File: src/rtl/face_pkg.sv
`default_nettype none

package face_pkg;

  localparam int FRAME_WIDTH  = 16;
  localparam int FRAME_HEIGHT = 8;
  localparam int NUM_SCALES   = 2;
  localparam int NUM_STAGES   = 4;
  localparam int RESULT_DEPTH = 16;

  typedef logic [7:0]         pixel_t;
  typedef logic [3:0]         coord_x_t;
  typedef logic [2:0]         coord_y_t;
  typedef logic [1:0]         tile_idx_t;
  typedef logic [11:0]        quad_sum_t;
  typedef logic signed [13:0] feat_diff_t;

  typedef struct packed {
    coord_x_t x;
    coord_y_t y;
  } pixel_pos_t;

  typedef struct packed {
    quad_sum_t tl;
    quad_sum_t tr;
    quad_sum_t bl;
    quad_sum_t br;
  } quad_sums_t;

  // horizontal = 0 compares left against right, 1 compares top against bottom
  typedef struct packed {
    logic              horizontal;
    logic signed [7:0] threshold;
  } stage_t;

  typedef struct packed {
    logic      scale;
    tile_idx_t tile_x;
    tile_idx_t tile_y;
  } result_t;

  // Per-pixel thresholds that scale with the half-tile pixel count
  localparam stage_t STAGE_TABLE [NUM_STAGES] = '{
    '{1'b0, 8'sd12},
    '{1'b1, -8'sd6},
    '{1'b0, -8'sd60},
    '{1'b1, -8'sd20}
  };

  // Stages whose difference is reversed before the compare
  localparam logic [NUM_STAGES-1:0] STAGE_NEGATE = 4'b0100;

  typedef enum logic [1:0] {
    EVAL_IDLE,
    EVAL_LOAD,
    EVAL_STAGE,
    EVAL_OFFER
  } eval_state_t;

endpackage

`default_nettype wire

File: src/rtl/tile_accumulator.sv
`default_nettype none

module tile_accumulator
  import face_pkg::*;
#(
  parameter int TILE_SHIFT = 2
)
(
  input  wire              clk,
  input  wire              reset,
  input  wire pixel_t      i_pixel,
  input  wire pixel_pos_t  i_pos,
  input  wire              i_take,
  input  wire tile_idx_t   i_tile_sel,
  output quad_sums_t       o_quads,
  output logic             o_band_done,
  output tile_idx_t        o_band
);

  localparam int NUM_COLS = FRAME_WIDTH >> TILE_SHIFT;
  localparam int COL_BITS = (NUM_COLS > 1) ? $clog2(NUM_COLS) : 1;

  // One set of quadrant totals per tile column of the current band
  quad_sums_t sums [NUM_COLS];

  logic [TILE_SHIFT-1:0] low_x;
  logic [TILE_SHIFT-1:0] low_y;
  logic [COL_BITS-1:0]   col;
  logic                  first_in_tile;
  logic                  band_end;
  quad_sums_t            base;
  quad_sums_t            next_quads;

  assign low_x         = i_pos.x[TILE_SHIFT-1:0];
  assign low_y         = i_pos.y[TILE_SHIFT-1:0];
  assign col           = COL_BITS'(i_pos.x >> TILE_SHIFT);
  assign first_in_tile = (low_x == '0) && (low_y == '0);
  assign band_end      = (i_pos.x == coord_x_t'(FRAME_WIDTH - 1)) && (&low_y);

  assign o_quads = sums[i_tile_sel[COL_BITS-1:0]];

  always_comb
  begin
    // First pixel of a tile starts from zero totals
    base       = first_in_tile ? '0 : sums[col];
    next_quads = base;
    // Upper bit of the in-tile offset picks the quadrant
    case ({low_y[TILE_SHIFT-1], low_x[TILE_SHIFT-1]})
      2'b00:   next_quads.tl = base.tl + quad_sum_t'(i_pixel);
      2'b01:   next_quads.tr = base.tr + quad_sum_t'(i_pixel);
      2'b10:   next_quads.bl = base.bl + quad_sum_t'(i_pixel);
      default: next_quads.br = base.br + quad_sum_t'(i_pixel);
    endcase
  end

  always_ff @(posedge clk)
  begin
    if (i_take)
    begin
      sums[col] <= next_quads;
    end
    if (i_take && band_end)
    begin
      o_band <= tile_idx_t'(i_pos.y >> TILE_SHIFT);
    end
  end

  always_ff @(posedge clk)
  begin
    if (reset)
    begin
      o_band_done <= 1'b0;
    end
    else
    begin
      o_band_done <= i_take && band_end;
    end
  end

endmodule

`default_nettype wire

File: src/rtl/cascade_evaluator.sv
`default_nettype none

module cascade_evaluator
  import face_pkg::*;
#(
  parameter int SCALE      = 0,
  parameter int TILE_SHIFT = 2
)
(
  input  wire              clk,
  input  wire              reset,
  input  wire              i_band_done,
  input  wire tile_idx_t   i_band,
  input  wire quad_sums_t  i_quads,
  input  wire              i_cand_taken,
  output tile_idx_t        o_tile_sel,
  output logic             o_busy,
  output logic             o_cand_valid,
  output result_t          o_cand
);

  localparam int NUM_COLS   = FRAME_WIDTH >> TILE_SHIFT;
  // log2 of the pixel count in one half tile
  localparam int HALF_SHIFT = 2 * TILE_SHIFT - 1;

  eval_state_t                     state;
  tile_idx_t                       tile;
  tile_idx_t                       band;
  logic [$clog2(NUM_STAGES)-1:0]   stage_idx;
  quad_sums_t                      quads_q;
  stage_t                          cur_stage;
  feat_diff_t                      sum_a;
  feat_diff_t                      sum_b;
  feat_diff_t                      diff;
  feat_diff_t                      limit;
  logic                            stage_pass;
  logic                            last_tile;

  assign last_tile    = tile == tile_idx_t'(NUM_COLS - 1);
  assign o_tile_sel   = tile;
  assign o_busy       = i_band_done || (state != EVAL_IDLE);
  assign o_cand_valid = state == EVAL_OFFER;
  assign o_cand       = '{scale: 1'(SCALE), tile_x: tile, tile_y: band};

  always_comb
  begin
    cur_stage = STAGE_TABLE[stage_idx];
    if (cur_stage.horizontal)
    begin
      sum_a = feat_diff_t'(quads_q.tl) + feat_diff_t'(quads_q.tr);
      sum_b = feat_diff_t'(quads_q.bl) + feat_diff_t'(quads_q.br);
    end
    else
    begin
      sum_a = feat_diff_t'(quads_q.tl) + feat_diff_t'(quads_q.bl);
      sum_b = feat_diff_t'(quads_q.tr) + feat_diff_t'(quads_q.br);
    end
    diff       = STAGE_NEGATE[stage_idx] ? (sum_b - sum_a) : (sum_a - sum_b);
    limit      = feat_diff_t'($signed(cur_stage.threshold)) <<< HALF_SHIFT;
    stage_pass = diff >= limit;
  end

  // Sums stay put in the accumulator while we are busy
  always_ff @(posedge clk)
  begin
    if (state == EVAL_IDLE && i_band_done)
    begin
      band <= i_band;
    end
    if (state == EVAL_LOAD)
    begin
      quads_q <= i_quads;
    end
  end

  always_ff @(posedge clk)
  begin
    if (reset)
    begin
      state     <= EVAL_IDLE;
      tile      <= '0;
      stage_idx <= '0;
    end
    else
    begin
      case (state)
        EVAL_IDLE:
          if (i_band_done)
          begin
            tile  <= '0;
            state <= EVAL_LOAD;
          end
        EVAL_LOAD:
        begin
          stage_idx <= '0;
          state     <= EVAL_STAGE;
        end
        EVAL_STAGE:
          if (!stage_pass)
          begin
            // Early exit to the next tile
            tile  <= tile + 1'b1;
            state <= last_tile ? EVAL_IDLE : EVAL_LOAD;
          end
          else if (stage_idx == NUM_STAGES - 1)
          begin
            state <= EVAL_OFFER;
          end
          else
          begin
            stage_idx <= stage_idx + 1'b1;
          end
        default:
          if (i_cand_taken)
          begin
            tile  <= tile + 1'b1;
            state <= last_tile ? EVAL_IDLE : EVAL_LOAD;
          end
      endcase
    end
  end

endmodule

`default_nettype wire

File: src/rtl/result_fifo.sv
`default_nettype none

module result_fifo
  import face_pkg::*;
(
  input  wire           clk,
  input  wire           reset,
  input  wire           i_write,
  input  wire result_t  i_data,
  input  wire           i_read,
  output result_t       o_data,
  output logic          o_valid,
  output logic          o_empty,
  output logic          o_full
);

  localparam int PTR_BITS = $clog2(RESULT_DEPTH);

  result_t             mem [RESULT_DEPTH];
  logic [PTR_BITS-1:0] wr_ptr;
  logic [PTR_BITS-1:0] rd_ptr;
  logic [PTR_BITS:0]   count;
  logic                do_write;
  logic                do_read;

  assign o_empty  = count == '0;
  assign o_full   = count == (PTR_BITS + 1)'(RESULT_DEPTH);
  assign do_write = i_write && !o_full;
  assign do_read  = i_read && !o_empty;

  always_ff @(posedge clk)
  begin
    if (do_write)
    begin
      mem[wr_ptr] <= i_data;
    end
    if (do_read)
    begin
      o_data <= mem[rd_ptr];
    end
  end

  always_ff @(posedge clk)
  begin
    if (reset)
    begin
      wr_ptr  <= '0;
      rd_ptr  <= '0;
      count   <= '0;
      o_valid <= 1'b0;
    end
    else
    begin
      // Pointers wrap naturally at the power-of-two depth
      wr_ptr  <= wr_ptr + PTR_BITS'(do_write);
      rd_ptr  <= rd_ptr + PTR_BITS'(do_read);
      count   <= count + (PTR_BITS + 1)'(do_write) - (PTR_BITS + 1)'(do_read);
      o_valid <= do_read;
    end
  end

endmodule

`default_nettype wire

File: src/rtl/face_detection.sv
`default_nettype none

module face_detection
  import face_pkg::*;
(
  input  wire          clk,
  input  wire          reset,
  input  wire pixel_t  i_pixel,
  input  wire          i_pixel_strobe,
  input  wire          i_read_result,
  output logic         o_ready,
  output logic         o_frame_end,
  output result_t      o_result_data,
  output logic         o_result_valid,
  output logic         o_result_empty
);

  pixel_pos_t              pos;
  logic                    pixel_take;
  logic                    last_pixel;
  logic                    frame_pending;
  logic [NUM_SCALES-1:0]   band_done;
  logic [NUM_SCALES-1:0]   busy;
  logic [NUM_SCALES-1:0]   cand_valid;
  logic [NUM_SCALES-1:0]   grant;
  tile_idx_t               band     [NUM_SCALES];
  tile_idx_t               tile_sel [NUM_SCALES];
  quad_sums_t              quads    [NUM_SCALES];
  result_t                 cand     [NUM_SCALES];
  result_t                 write_data;
  logic                    fifo_full;

  // Strobes only count while no detector is evaluating
  assign o_ready     = ~|busy;
  assign pixel_take  = i_pixel_strobe && o_ready;
  assign last_pixel  = (pos.x == coord_x_t'(FRAME_WIDTH - 1)) &&
                       (pos.y == coord_y_t'(FRAME_HEIGHT - 1));
  assign o_frame_end = frame_pending && o_ready;

  // Coordinate iterator, x first then y
  always_ff @(posedge clk)
  begin
    if (reset)
    begin
      pos           <= '0;
      frame_pending <= 1'b0;
    end
    else if (pixel_take)
    begin
      frame_pending <= last_pixel;
      if (pos.x == coord_x_t'(FRAME_WIDTH - 1))
      begin
        pos.x <= '0;
        pos.y <= last_pixel ? '0 : pos.y + 1'b1;
      end
      else
      begin
        pos.x <= pos.x + 1'b1;
      end
    end
  end

  // Scale 0 first, so results come out in band then scale order
  assign grant[0]   = cand_valid[0] && !fifo_full;
  assign grant[1]   = cand_valid[1] && !busy[0] && !cand_valid[0] && !fifo_full;
  assign write_data = grant[0] ? cand[0] : cand[1];

  for (genvar g = 0; g < NUM_SCALES; g++)
  begin : g_scale
    tile_accumulator #(
      .TILE_SHIFT (2 + g)
    ) u_accum (
      .clk         (clk),
      .reset       (reset),
      .i_pixel     (i_pixel),
      .i_pos       (pos),
      .i_take      (pixel_take),
      .i_tile_sel  (tile_sel[g]),
      .o_quads     (quads[g]),
      .o_band_done (band_done[g]),
      .o_band      (band[g])
    );

    cascade_evaluator #(
      .SCALE      (g),
      .TILE_SHIFT (2 + g)
    ) u_eval (
      .clk          (clk),
      .reset        (reset),
      .i_band_done  (band_done[g]),
      .i_band       (band[g]),
      .i_quads      (quads[g]),
      .i_cand_taken (grant[g]),
      .o_tile_sel   (tile_sel[g]),
      .o_busy       (busy[g]),
      .o_cand_valid (cand_valid[g]),
      .o_cand       (cand[g])
    );
  end

  result_fifo u_result (
    .clk     (clk),
    .reset   (reset),
    .i_write (|grant),
    .i_data  (write_data),
    .i_read  (i_read_result),
    .o_data  (o_result_data),
    .o_valid (o_result_valid),
    .o_empty (o_result_empty),
    .o_full  (fifo_full)
  );

endmodule

`default_nettype wire

File: config.mk
export PLATFORM = sky130hd
export DESIGN_NAME = face_detection
export DESIGN_NICKNAME = d
export VERILOG_FILES = /design/src/rtl/face_pkg.sv /design/src/rtl/tile_accumulator.sv /design/src/rtl/cascade_evaluator.sv /design/src/rtl/result_fifo.sv /design/src/rtl/face_detection.sv
export SDC_FILE = /design/constraint.sdc
export NUM_CORES = 1
export LEC_CHECK = 0
export ABC_AREA = 0
export BUFFER_PORTS_ARGS = -buffer_cell sky130_fd_sc_hd__buf_4
export CAP_MARGIN = 20
export CORE_ASPECT_RATIO = 0.75
export CORE_MARGIN = 8
export CORE_UTILIZATION = 65
export CTS_CLUSTER_DIAMETER = 30
export DETAILED_ROUTE_END_ITERATION = 6
export PLACE_DENSITY = 0.81
export SYNTH_ARGS = -nofsm -noshare
export SYNTH_HDL_FRONTEND = slang
export SYNTH_SLANG_ARGS = --single-unit
export TNS_END_PERCENT = 10
File: constraint.sdc
create_clock -name clk -period 6.97 [get_ports clk]
set_clock_uncertainty 0.1 [all_clocks]
set_input_delay 1.394 -clock clk [delete_from_list [all_inputs] [get_ports clk]]
set_output_delay 1.394 -clock clk [all_outputs]
set_load 0.01 [all_outputs]
Word level (Yosys, flattened, before mapping)
Memories as Yosys holds them, arrays and structs flattened. A register that Yosys moved wholly into a read port is not among the register bits.
Cells that the tools add are included.
{"block": "classes", "n_eq_ne": 27, "n_addsub": 30, "muxes": 63, "n_reduce_logical": 53, "n_lt_le_gt_ge": 6, "n_bitwise": 4}
{"op": "12-bit by 12-bit adder with 13-bit output", "count": 8}
{"op": "12-bit by 8-bit adder with 12-bit output", "count": 8}
{"op": "12-bit 2-to-1 mux", "count": 8}
{"op": "48-bit 2-to-1 mux", "count": 2}
{"op": "14-bit 2-to-1 mux", "count": 6}
{"op": "14-bit subtractor", "count": 4}
{"op": "2-bit 2-to-1 mux", "count": 20}
{"op": "9-bit binary-select mux with 2-bit select", "count": 2}
{"op": "9-bit 2-to-1 mux", "count": 4}
{"op": "2-bit case mux with 3 select lines", "count": 4}
{"op": "2-bit equality test, second input constant", "count": 9}
{"op": "1-bit logical AND", "count": 16}
{"op": "3-bit AND reduction", "count": 5}
{"op": "14-bit by 11-bit greater-or-equal comparator with 1-bit output", "count": 1}
{"op": "14-bit by 13-bit greater-or-equal comparator with 1-bit output", "count": 1}
{"op": "2-bit logical NOT", "count": 6}
{"op": "2-bit inequality test, second input constant", "count": 6}
{"op": "2-bit by 1-bit equality test with 1-bit output, second input constant", "count": 5}
{"op": "1-bit 2-to-1 mux", "count": 10}
{"op": "2-bit by 1-bit adder with 2-bit output, second input constant", "count": 4}
{"op": "4-bit by 1-bit adder with 4-bit output", "count": 2}
{"op": "2-bit case mux with 2 select lines", "count": 2}
{"op": "4-bit AND reduction", "count": 2}
{"op": "2-bit nonzero test", "count": 4}
{"op": "26 further kinds", "count": 44}
{"block": "word_totals", "input_bits": 12, "ram_bits": 368, "elab_cells": 203, "reg_bits": 38, "output_inout_bits": 9, "mem_count": 3}
{"name": "g_scale[0].u_accum.sums", "words": 4, "width": 48, "rd": 2, "rd_clocked_by_memory_dff": 2, "write_ports": 1, "line": "tile_accumulator.sv:24", "text": "quad_sums_t sums [NUM_COLS];"}
{"name": "g_scale[1].u_accum.sums", "words": 2, "width": 48, "rd": 2, "rd_clocked_by_memory_dff": 2, "write_ports": 1, "line": "tile_accumulator.sv:24"}
{"name": "u_result.mem", "words": 16, "width": 5, "rd": 1, "rd_clocked_by_memory_dff": 1, "write_ports": 1, "line": "result_fifo.sv:19", "text": "result_t mem [RESULT_DEPTH];"}

Longest topological paths before layout
{"block": "logic_depth", "ltp_word": 10, "mapped_depth": 28, "depth_no_buf": 26}

By module
Synthesis repeated with hierarchy kept, for this count alone.
{"block": "unflattened", "cells_unflattened": 2416, "area_unflattened_um2": 30541.8}
{"module": "tile_accumulator (g_scale[0].u_accum)", "seq_area_each_um2": 5815.6, "cells_per_inst": 667, "area_per_inst_um2": 10537.6, "n_inst": 1}
{"module": "tile_accumulator (g_scale[1].u_accum)", "seq_area_each_um2": 2902.8, "cells_per_inst": 579, "area_per_inst_um2": 6337.3, "n_inst": 1}
{"module": "cascade_evaluator (g_scale[0].u_eval)", "seq_area_each_um2": 1621.6, "cells_per_inst": 448, "area_per_inst_um2": 4633.2, "n_inst": 1}
{"module": "cascade_evaluator (g_scale[1].u_eval)", "seq_area_each_um2": 1621.6, "cells_per_inst": 445, "area_per_inst_um2": 4581.9, "n_inst": 1}
{"module": "result_fifo", "seq_area_each_um2": 2832.7, "cells_per_inst": 225, "area_per_inst_um2": 3956.3, "n_inst": 1}
{"module": "face_detection", "seq_area_each_um2": 160.2, "cells_per_inst": 52, "area_per_inst_um2": 495.5, "n_inst": 1}

Worst setup path after synthesis
Ideal clock, no wire load.
{"block": "synth_path", "path_kind": "register to register", "from": "reg g_scale[1].u_eval.stage_idx[0]", "to": "reg g_scale[1].u_eval.stage_idx[0]", "path_buffers": 2, "required_ps": 6738, "t_arrival_ps": 5986, "synth_period_minus_slack_ps": 6219, "setup_ps": 132, "slack_ps": 751, "path_stages_with_launch": 27, "path_cell_list": "dfxtp_1 > clkbuf_1 > clkbuf_1 > mux2_2 > ha_1 > inv_1 > fa_1 > nor2b_1 > o21ai_0 > a21boi_1 > o21ai_0 > a21oi_1 > a311oi_1 > xor2_1 > ha_1 > a21oi_1 > a21o_1 > o21ai_1 > a31oi_1 > ha_1 > nand4_1 > or4_1 > a311oi_1 > or4b_1 > or3_1 > nand3_1 > a21oi_1"}
{"block": "synth_via", "elab_chain_len": 10, "word_cells_on_any_way": 20}
{"item": "from (decl)", "line": "cascade_evaluator.sv:29", "text": "logic [$clog2(NUM_STAGES)-1:0] stage_idx;"}
{"item": "from (signal assigned)", "line": "cascade_evaluator.sv:111", "text": "stage_idx <= stage_idx + 1'b1;"}
{"item": "2-bit inverter with 3-bit output (not written as such)", "line": "cascade_evaluator.sv:47", "text": "cur_stage = STAGE_TABLE[stage_idx];"}
{"item": "9-bit binary-select mux with 2-bit select", "line": "cascade_evaluator.sv:47"}
{"item": "9-bit 2-to-1 mux (not written as such) (2 in series)", "line": "cascade_evaluator.sv:47"}
{"item": "14-bit 2-to-1 mux", "line": "cascade_evaluator.sv:48", "text": "if (cur_stage.horizontal)"}
{"item": "14-bit subtractor", "line": "cascade_evaluator.sv:58", "text": "diff = STAGE_NEGATE[stage_idx] ? (sum_b - sum_a) : (sum_a - sum_b);"}
{"item": "14-bit 2-to-1 mux", "line": "cascade_evaluator.sv:58"}
{"item": "14-bit by 13-bit greater-or-equal comparator with 1-bit output", "line": "cascade_evaluator.sv:60", "text": "stage_pass = diff >= limit;"}
{"item": "2-bit by 1-bit inequality test with 1-bit output (no source line)"}
{"item": "3-bit AND reduction (no source line)"}
Parallel ways exist; a longest one is shown, timed or not. The select of a mux whose other input is x is not followed.
A chain may end at the register's enable or synchronous reset.

Worst setup path after layout
Ends and elaborated chain as after synthesis.

==> impl_summary.txt <==
----------------------------------------------------
[Clock tree]
  Clock insertion delay at the later pin of the skew report ... 0.62 ns
  Total CTS buffers ... 85
  CTS clk-pin slew, worst paths ... 0.05 ns
  Post-CTS Setup Repair Bufs ... 0
  CTS tree ... built
  Root buffer cell ... clkbuf_16
  Maximum number of buffers from clock root to sink ... 3
  H-tree depth ... 3
  CTS sink count ... 492

[Route]
  Routed wire length ... 70.67 mm
  Via Count ... 19934
  Residual DRC ... 0
  Antenna Nets Post-Route ... 0
  Initial DRC Count ... 2219
  DR WL/cell ... 23.26 µm
  Number of vias per cell after detailed routing ... 6.559
  Number of optimization iterations in the first detailed-route pass ... 6

[GRT]
  First-pass GRT wire length ... 110.8 mm
  Total routing resource utilization after global routing ... 0.2737
  Initial antenna violation count ... 3
  Most heavily used metal layer in global routing ... met2
  Met1 usage in global routing ... 0.3898
  Met2 usage ... 0.4260
  Maximum number of pins on one net before global-route repair ... 53
  Sum of overflow across all layers after global routing ... 0
  Via count of the first global-routing pass ... 20204
  Met3 usage ... 0.05035

[Placed design]
  DP Cell Count ... 2883
  Final weighted congestion in routability-driven placement ... 0.8883
  Setup Slack @ Placement ... 0.3261 ns
  Post-detailed-placement half-perimeter wirelength ... 45.99 mm
  Area of placed instances ... 29940 µm²
  Number of buffers added on ports ... 19

[Floorplanning]
  Area enclosed by the die boundary ... 51930 µm²
  Number of top-level pins ... 21
  Std-Cell Rows ... 67
  Starting density of the core ... 0.6558
  Std-Cell Core Area ... 44430 µm²
  Die boundary height ... 199.4 µm
  Floorplan die width ... 260.5 µm

[Setup path]
  Flop2flop setup slack ... 0.54 ns
  Biggest fanout along the worst timing path ... 11
  Worst reg2reg endpoint ... g_scale[1].u_eval.stage_idx[0]$_SDFFE_PP0P_
  Worst Path Arrival ... 6.80 ns
  Crit Path Class ... register to register
  CP required ... 7.34 ns
  Worst setup EP type ... register
  Reg2Reg Launch Point ... g_scale[1].u_eval.stage_idx[0]$_SDFFE_PP0P_
  Length in cells of the worst reg-to-reg path ... 24
  Worst setup SP type ... register

[Min path]
  Worst Hold Launch ... g_scale[0].u_accum.o_band[0]$_DFFE_PP_
  Endpoint with the worst hold slack ... g_scale[0].u_eval.band[0]$_DFFE_PP_
  Cell depth of the worst min-delay path ... 0
  Worst hold path class ... register to register

[Timing]
  Actual slew at the worst max-slew pin ... 0.9241 ns
  Final hold slack ... 0.3153 ns
  Relative slew slack ... 0.3839
  Number of hold violations in the final report ... 0
  Time the worst path needs with I/O delays and setup ... 6.431 ns
  Maximum clock frequency ... 0.1555 GHz
  Post-layout worst setup margin ... 0.5393 ns
  RSZ-0062 raised after global routing ... false
  Max-slew violation count ... 0
  Setup tns final ... 0 ns
  Final period util ... 0.9226
  Final setup violation count ... 0

[Finish]
  Ant. Diodes ... 0
  Commonest cells after routing, fill and taps aside ... edfxtp_1 (454), ha_1 (213), nand2_1 (161)
  Fraction of layout instances using a drive strength above 1 ... 0.1777
  Most common cell after layout, fill and taps aside ... edfxtp_1
  Post-route insts no fill ... 3039
  Post-Layout Inst Area ... 32840 µm²
  Area Overhead vs Synth ... 12.70%
  Final Net Count ... 2629
  Util after Layout ... 0.7391

[Synth]
  Async S/R FF share, synth ... 0
  Library cell with the largest summed area after synthesis ... edfxtp_1
  Primary FF master, synth ... edfxtp_1
  Register area share after synthesis ... 0.4940
  Distinct cell type count of the synthesized netlist ... 73
  Flip-flop and latch count after synthesis ... 492
  Synth warn ... 0
  Number of enable flip-flop cells after synthesis ... 454
  Synthesized Nets ... 2583
  Average footprint of a synthesized cell ... 12.46 µm²
  Synth Instances ... 2339
  Synth Cell Area ... 29140 µm²
  Share of the synthesized area in the top cell type ... 0.4679
  Most area-consuming cells after synthesis ... edfxtp_1 (47%), ha_1 (9.2%), mux4_2 (9.0%)

[Run status]
  Result of the run ... completed

[Power]
  Pleak ... 12.06 nW
  Max VDD drop ... 457.9 µV
  Total power of the final layout ... 13.49 mW
  Power Density ... 410.7 nW/µm²

[Job]
  Number of max-cap violations ... 0

----------------------------------------------------
Yosys cell counts, drive strengths merged, types with 4 or more instances:
| master | instances |
|---|---|
| o211ai | 6 |
| xor2 | 69 |
| or4b | 5 |
| o311ai | 4 |
| a211oi | 26 |
| a21oi | 120 |
| nor2b | 36 |
| or3 | 18 |
| mux2 | 108 |
| clkbuf | 63 |
| or2 | 12 |
| mux4 | 116 |
| xnor2 | 64 |
| o21a | 13 |
| nand2b | 15 |
| fa | 17 |
| inv | 139 |
| ha | 215 |
| nand2 | 161 |
| or4 | 4 |
| a31oi | 13 |
| edfxtp | 454 |
| and3 | 14 |
| nor4 | 7 |
| nand3 | 28 |
| buf | 22 |
| nor3 | 35 |
| o21bai | 7 |
| nand3b | 6 |
| a21boi | 13 |
| o21ai | 120 |
| nor2 | 151 |
| a311oi | 8 |
| and2 | 51 |
| dfxtp | 38 |
| a21o | 25 |
| nand4 | 9 |
| mux2i | 57 |
| nor4b | 4 |
| o31ai | 20 |
cells by family after synthesis:
kind of cell	Yosys count	synth area share
simple gates	562	0.09310
flops	492	0.4940
compound gates	413	0.08820
mux	281	0.1511
fa+ha+maj	232	0.1040
buf+inv	225	0.02946
xor+xnor	133	0.03998
other cells	1	0.0001287
registers in the layout, summed over array words and instances, names as in the netlist, named ones only:
register                     flops
g_scale.u_accum.sums           288
g_scale.u_eval.quads_q          96
u_result.mem                    64
pos                              7
u_result.count                   5
g_scale.u_eval.o_tile_sel        4
g_scale.u_eval.stage_idx         4
g_scale.u_eval.state             4
u_result.o_data                  4
u_result.rd_ptr                  4
u_result.wr_ptr                  4
g_scale.u_accum.o_band_done      2
frame_pending                    1
g_scale.u_accum.o_band           1
g_scale.u_eval.band              1
u_result.o_valid                 1
worst max-delay path by stage:
stage                                           startpoint                                           to
3_5_place_dp   g_scale[1].u_eval.stage_idx[0]$_SDFFE_PP0P_  g_scale[1].u_eval.stage_idx[0]$_SDFFE_PP0P_
5_1_grt        g_scale[1].u_eval.stage_idx[0]$_SDFFE_PP0P_  g_scale[1].u_eval.stage_idx[1]$_SDFFE_PP0P_
4_1_cts        g_scale[1].u_eval.stage_idx[0]$_SDFFE_PP0P_  g_scale[1].u_eval.stage_idx[0]$_SDFFE_PP0P_
3_3_place_gp   g_scale[0].u_eval.stage_idx[0]$_SDFFE_PP0P_  g_scale[0].u_eval.stage_idx[0]$_SDFFE_PP0P_
2_1_floorplan  g_scale[1].u_eval.stage_idx[0]$_SDFFE_PP0P_  g_scale[1].u_eval.stage_idx[0]$_SDFFE_PP0P_
6_report       g_scale[1].u_eval.stage_idx[0]$_SDFFE_PP0P_  g_scale[1].u_eval.stage_idx[0]$_SDFFE_PP0P_
power breakdown:
group	switching [mW]	leakage (nW)	internal, mW
Combinational	3.02	6.11	2.19
Clock	1.48	1.36	2.59
Sequential	0.234	4.58	3.97
metal layers:
| layer | vias to the layer above | part of all wire |
|---|---|---|
| li1 | 8926 | - |
| met1 | 9779 | 0.42 |
| met2 | 1069 | 0.45 |
| met3 | 156 | 0.10 |
| met4 | 4 | 0.027 |
| met5 | - | 0.00038 |
what timing repair did:
action / 4_1_cts / 5_1_grt
hold buffers: 0 / 0
endpoints found under the setup margin: 0 / 6
gates resized for setup: 0 / 7
worst max-delay path, stage by stage, from the launching register on:
cell,delay [ns]
dfxtp_2,0.51
mux2_2,0.39
ha_1,0.20
inv_1,0.08
fa_1,0.21
nor2b_1,0.05
o21ai_0,0.24
a21boi_1,0.14
o21ai_0,0.23
a21oi_1,0.15
a311oi_1,0.62
xor2_1,0.16
ha_1,0.44
a211oi_1,0.12
a21o_1,0.20
o21ai_1,0.12
a31oi_1,0.12
ha_1,0.33
nand4_1,0.11
or4_1,0.51
a311oi_1,0.23
or4b_1,0.48
or3_1,0.39
nand3_1,0.10
a21oi_1,0.07
area by class of cell:
cell class                 count  area, µm²
clock buffer                  99       2201
clock inverter                56      640.6
fill                        2685      11590
inverter                     140      525.5
multi-input combinational   1622      13950
sequential                   492      14410
tap                          586      733.2
timing repair buffer          44      374.1
(Power assumes the default switching activity.)
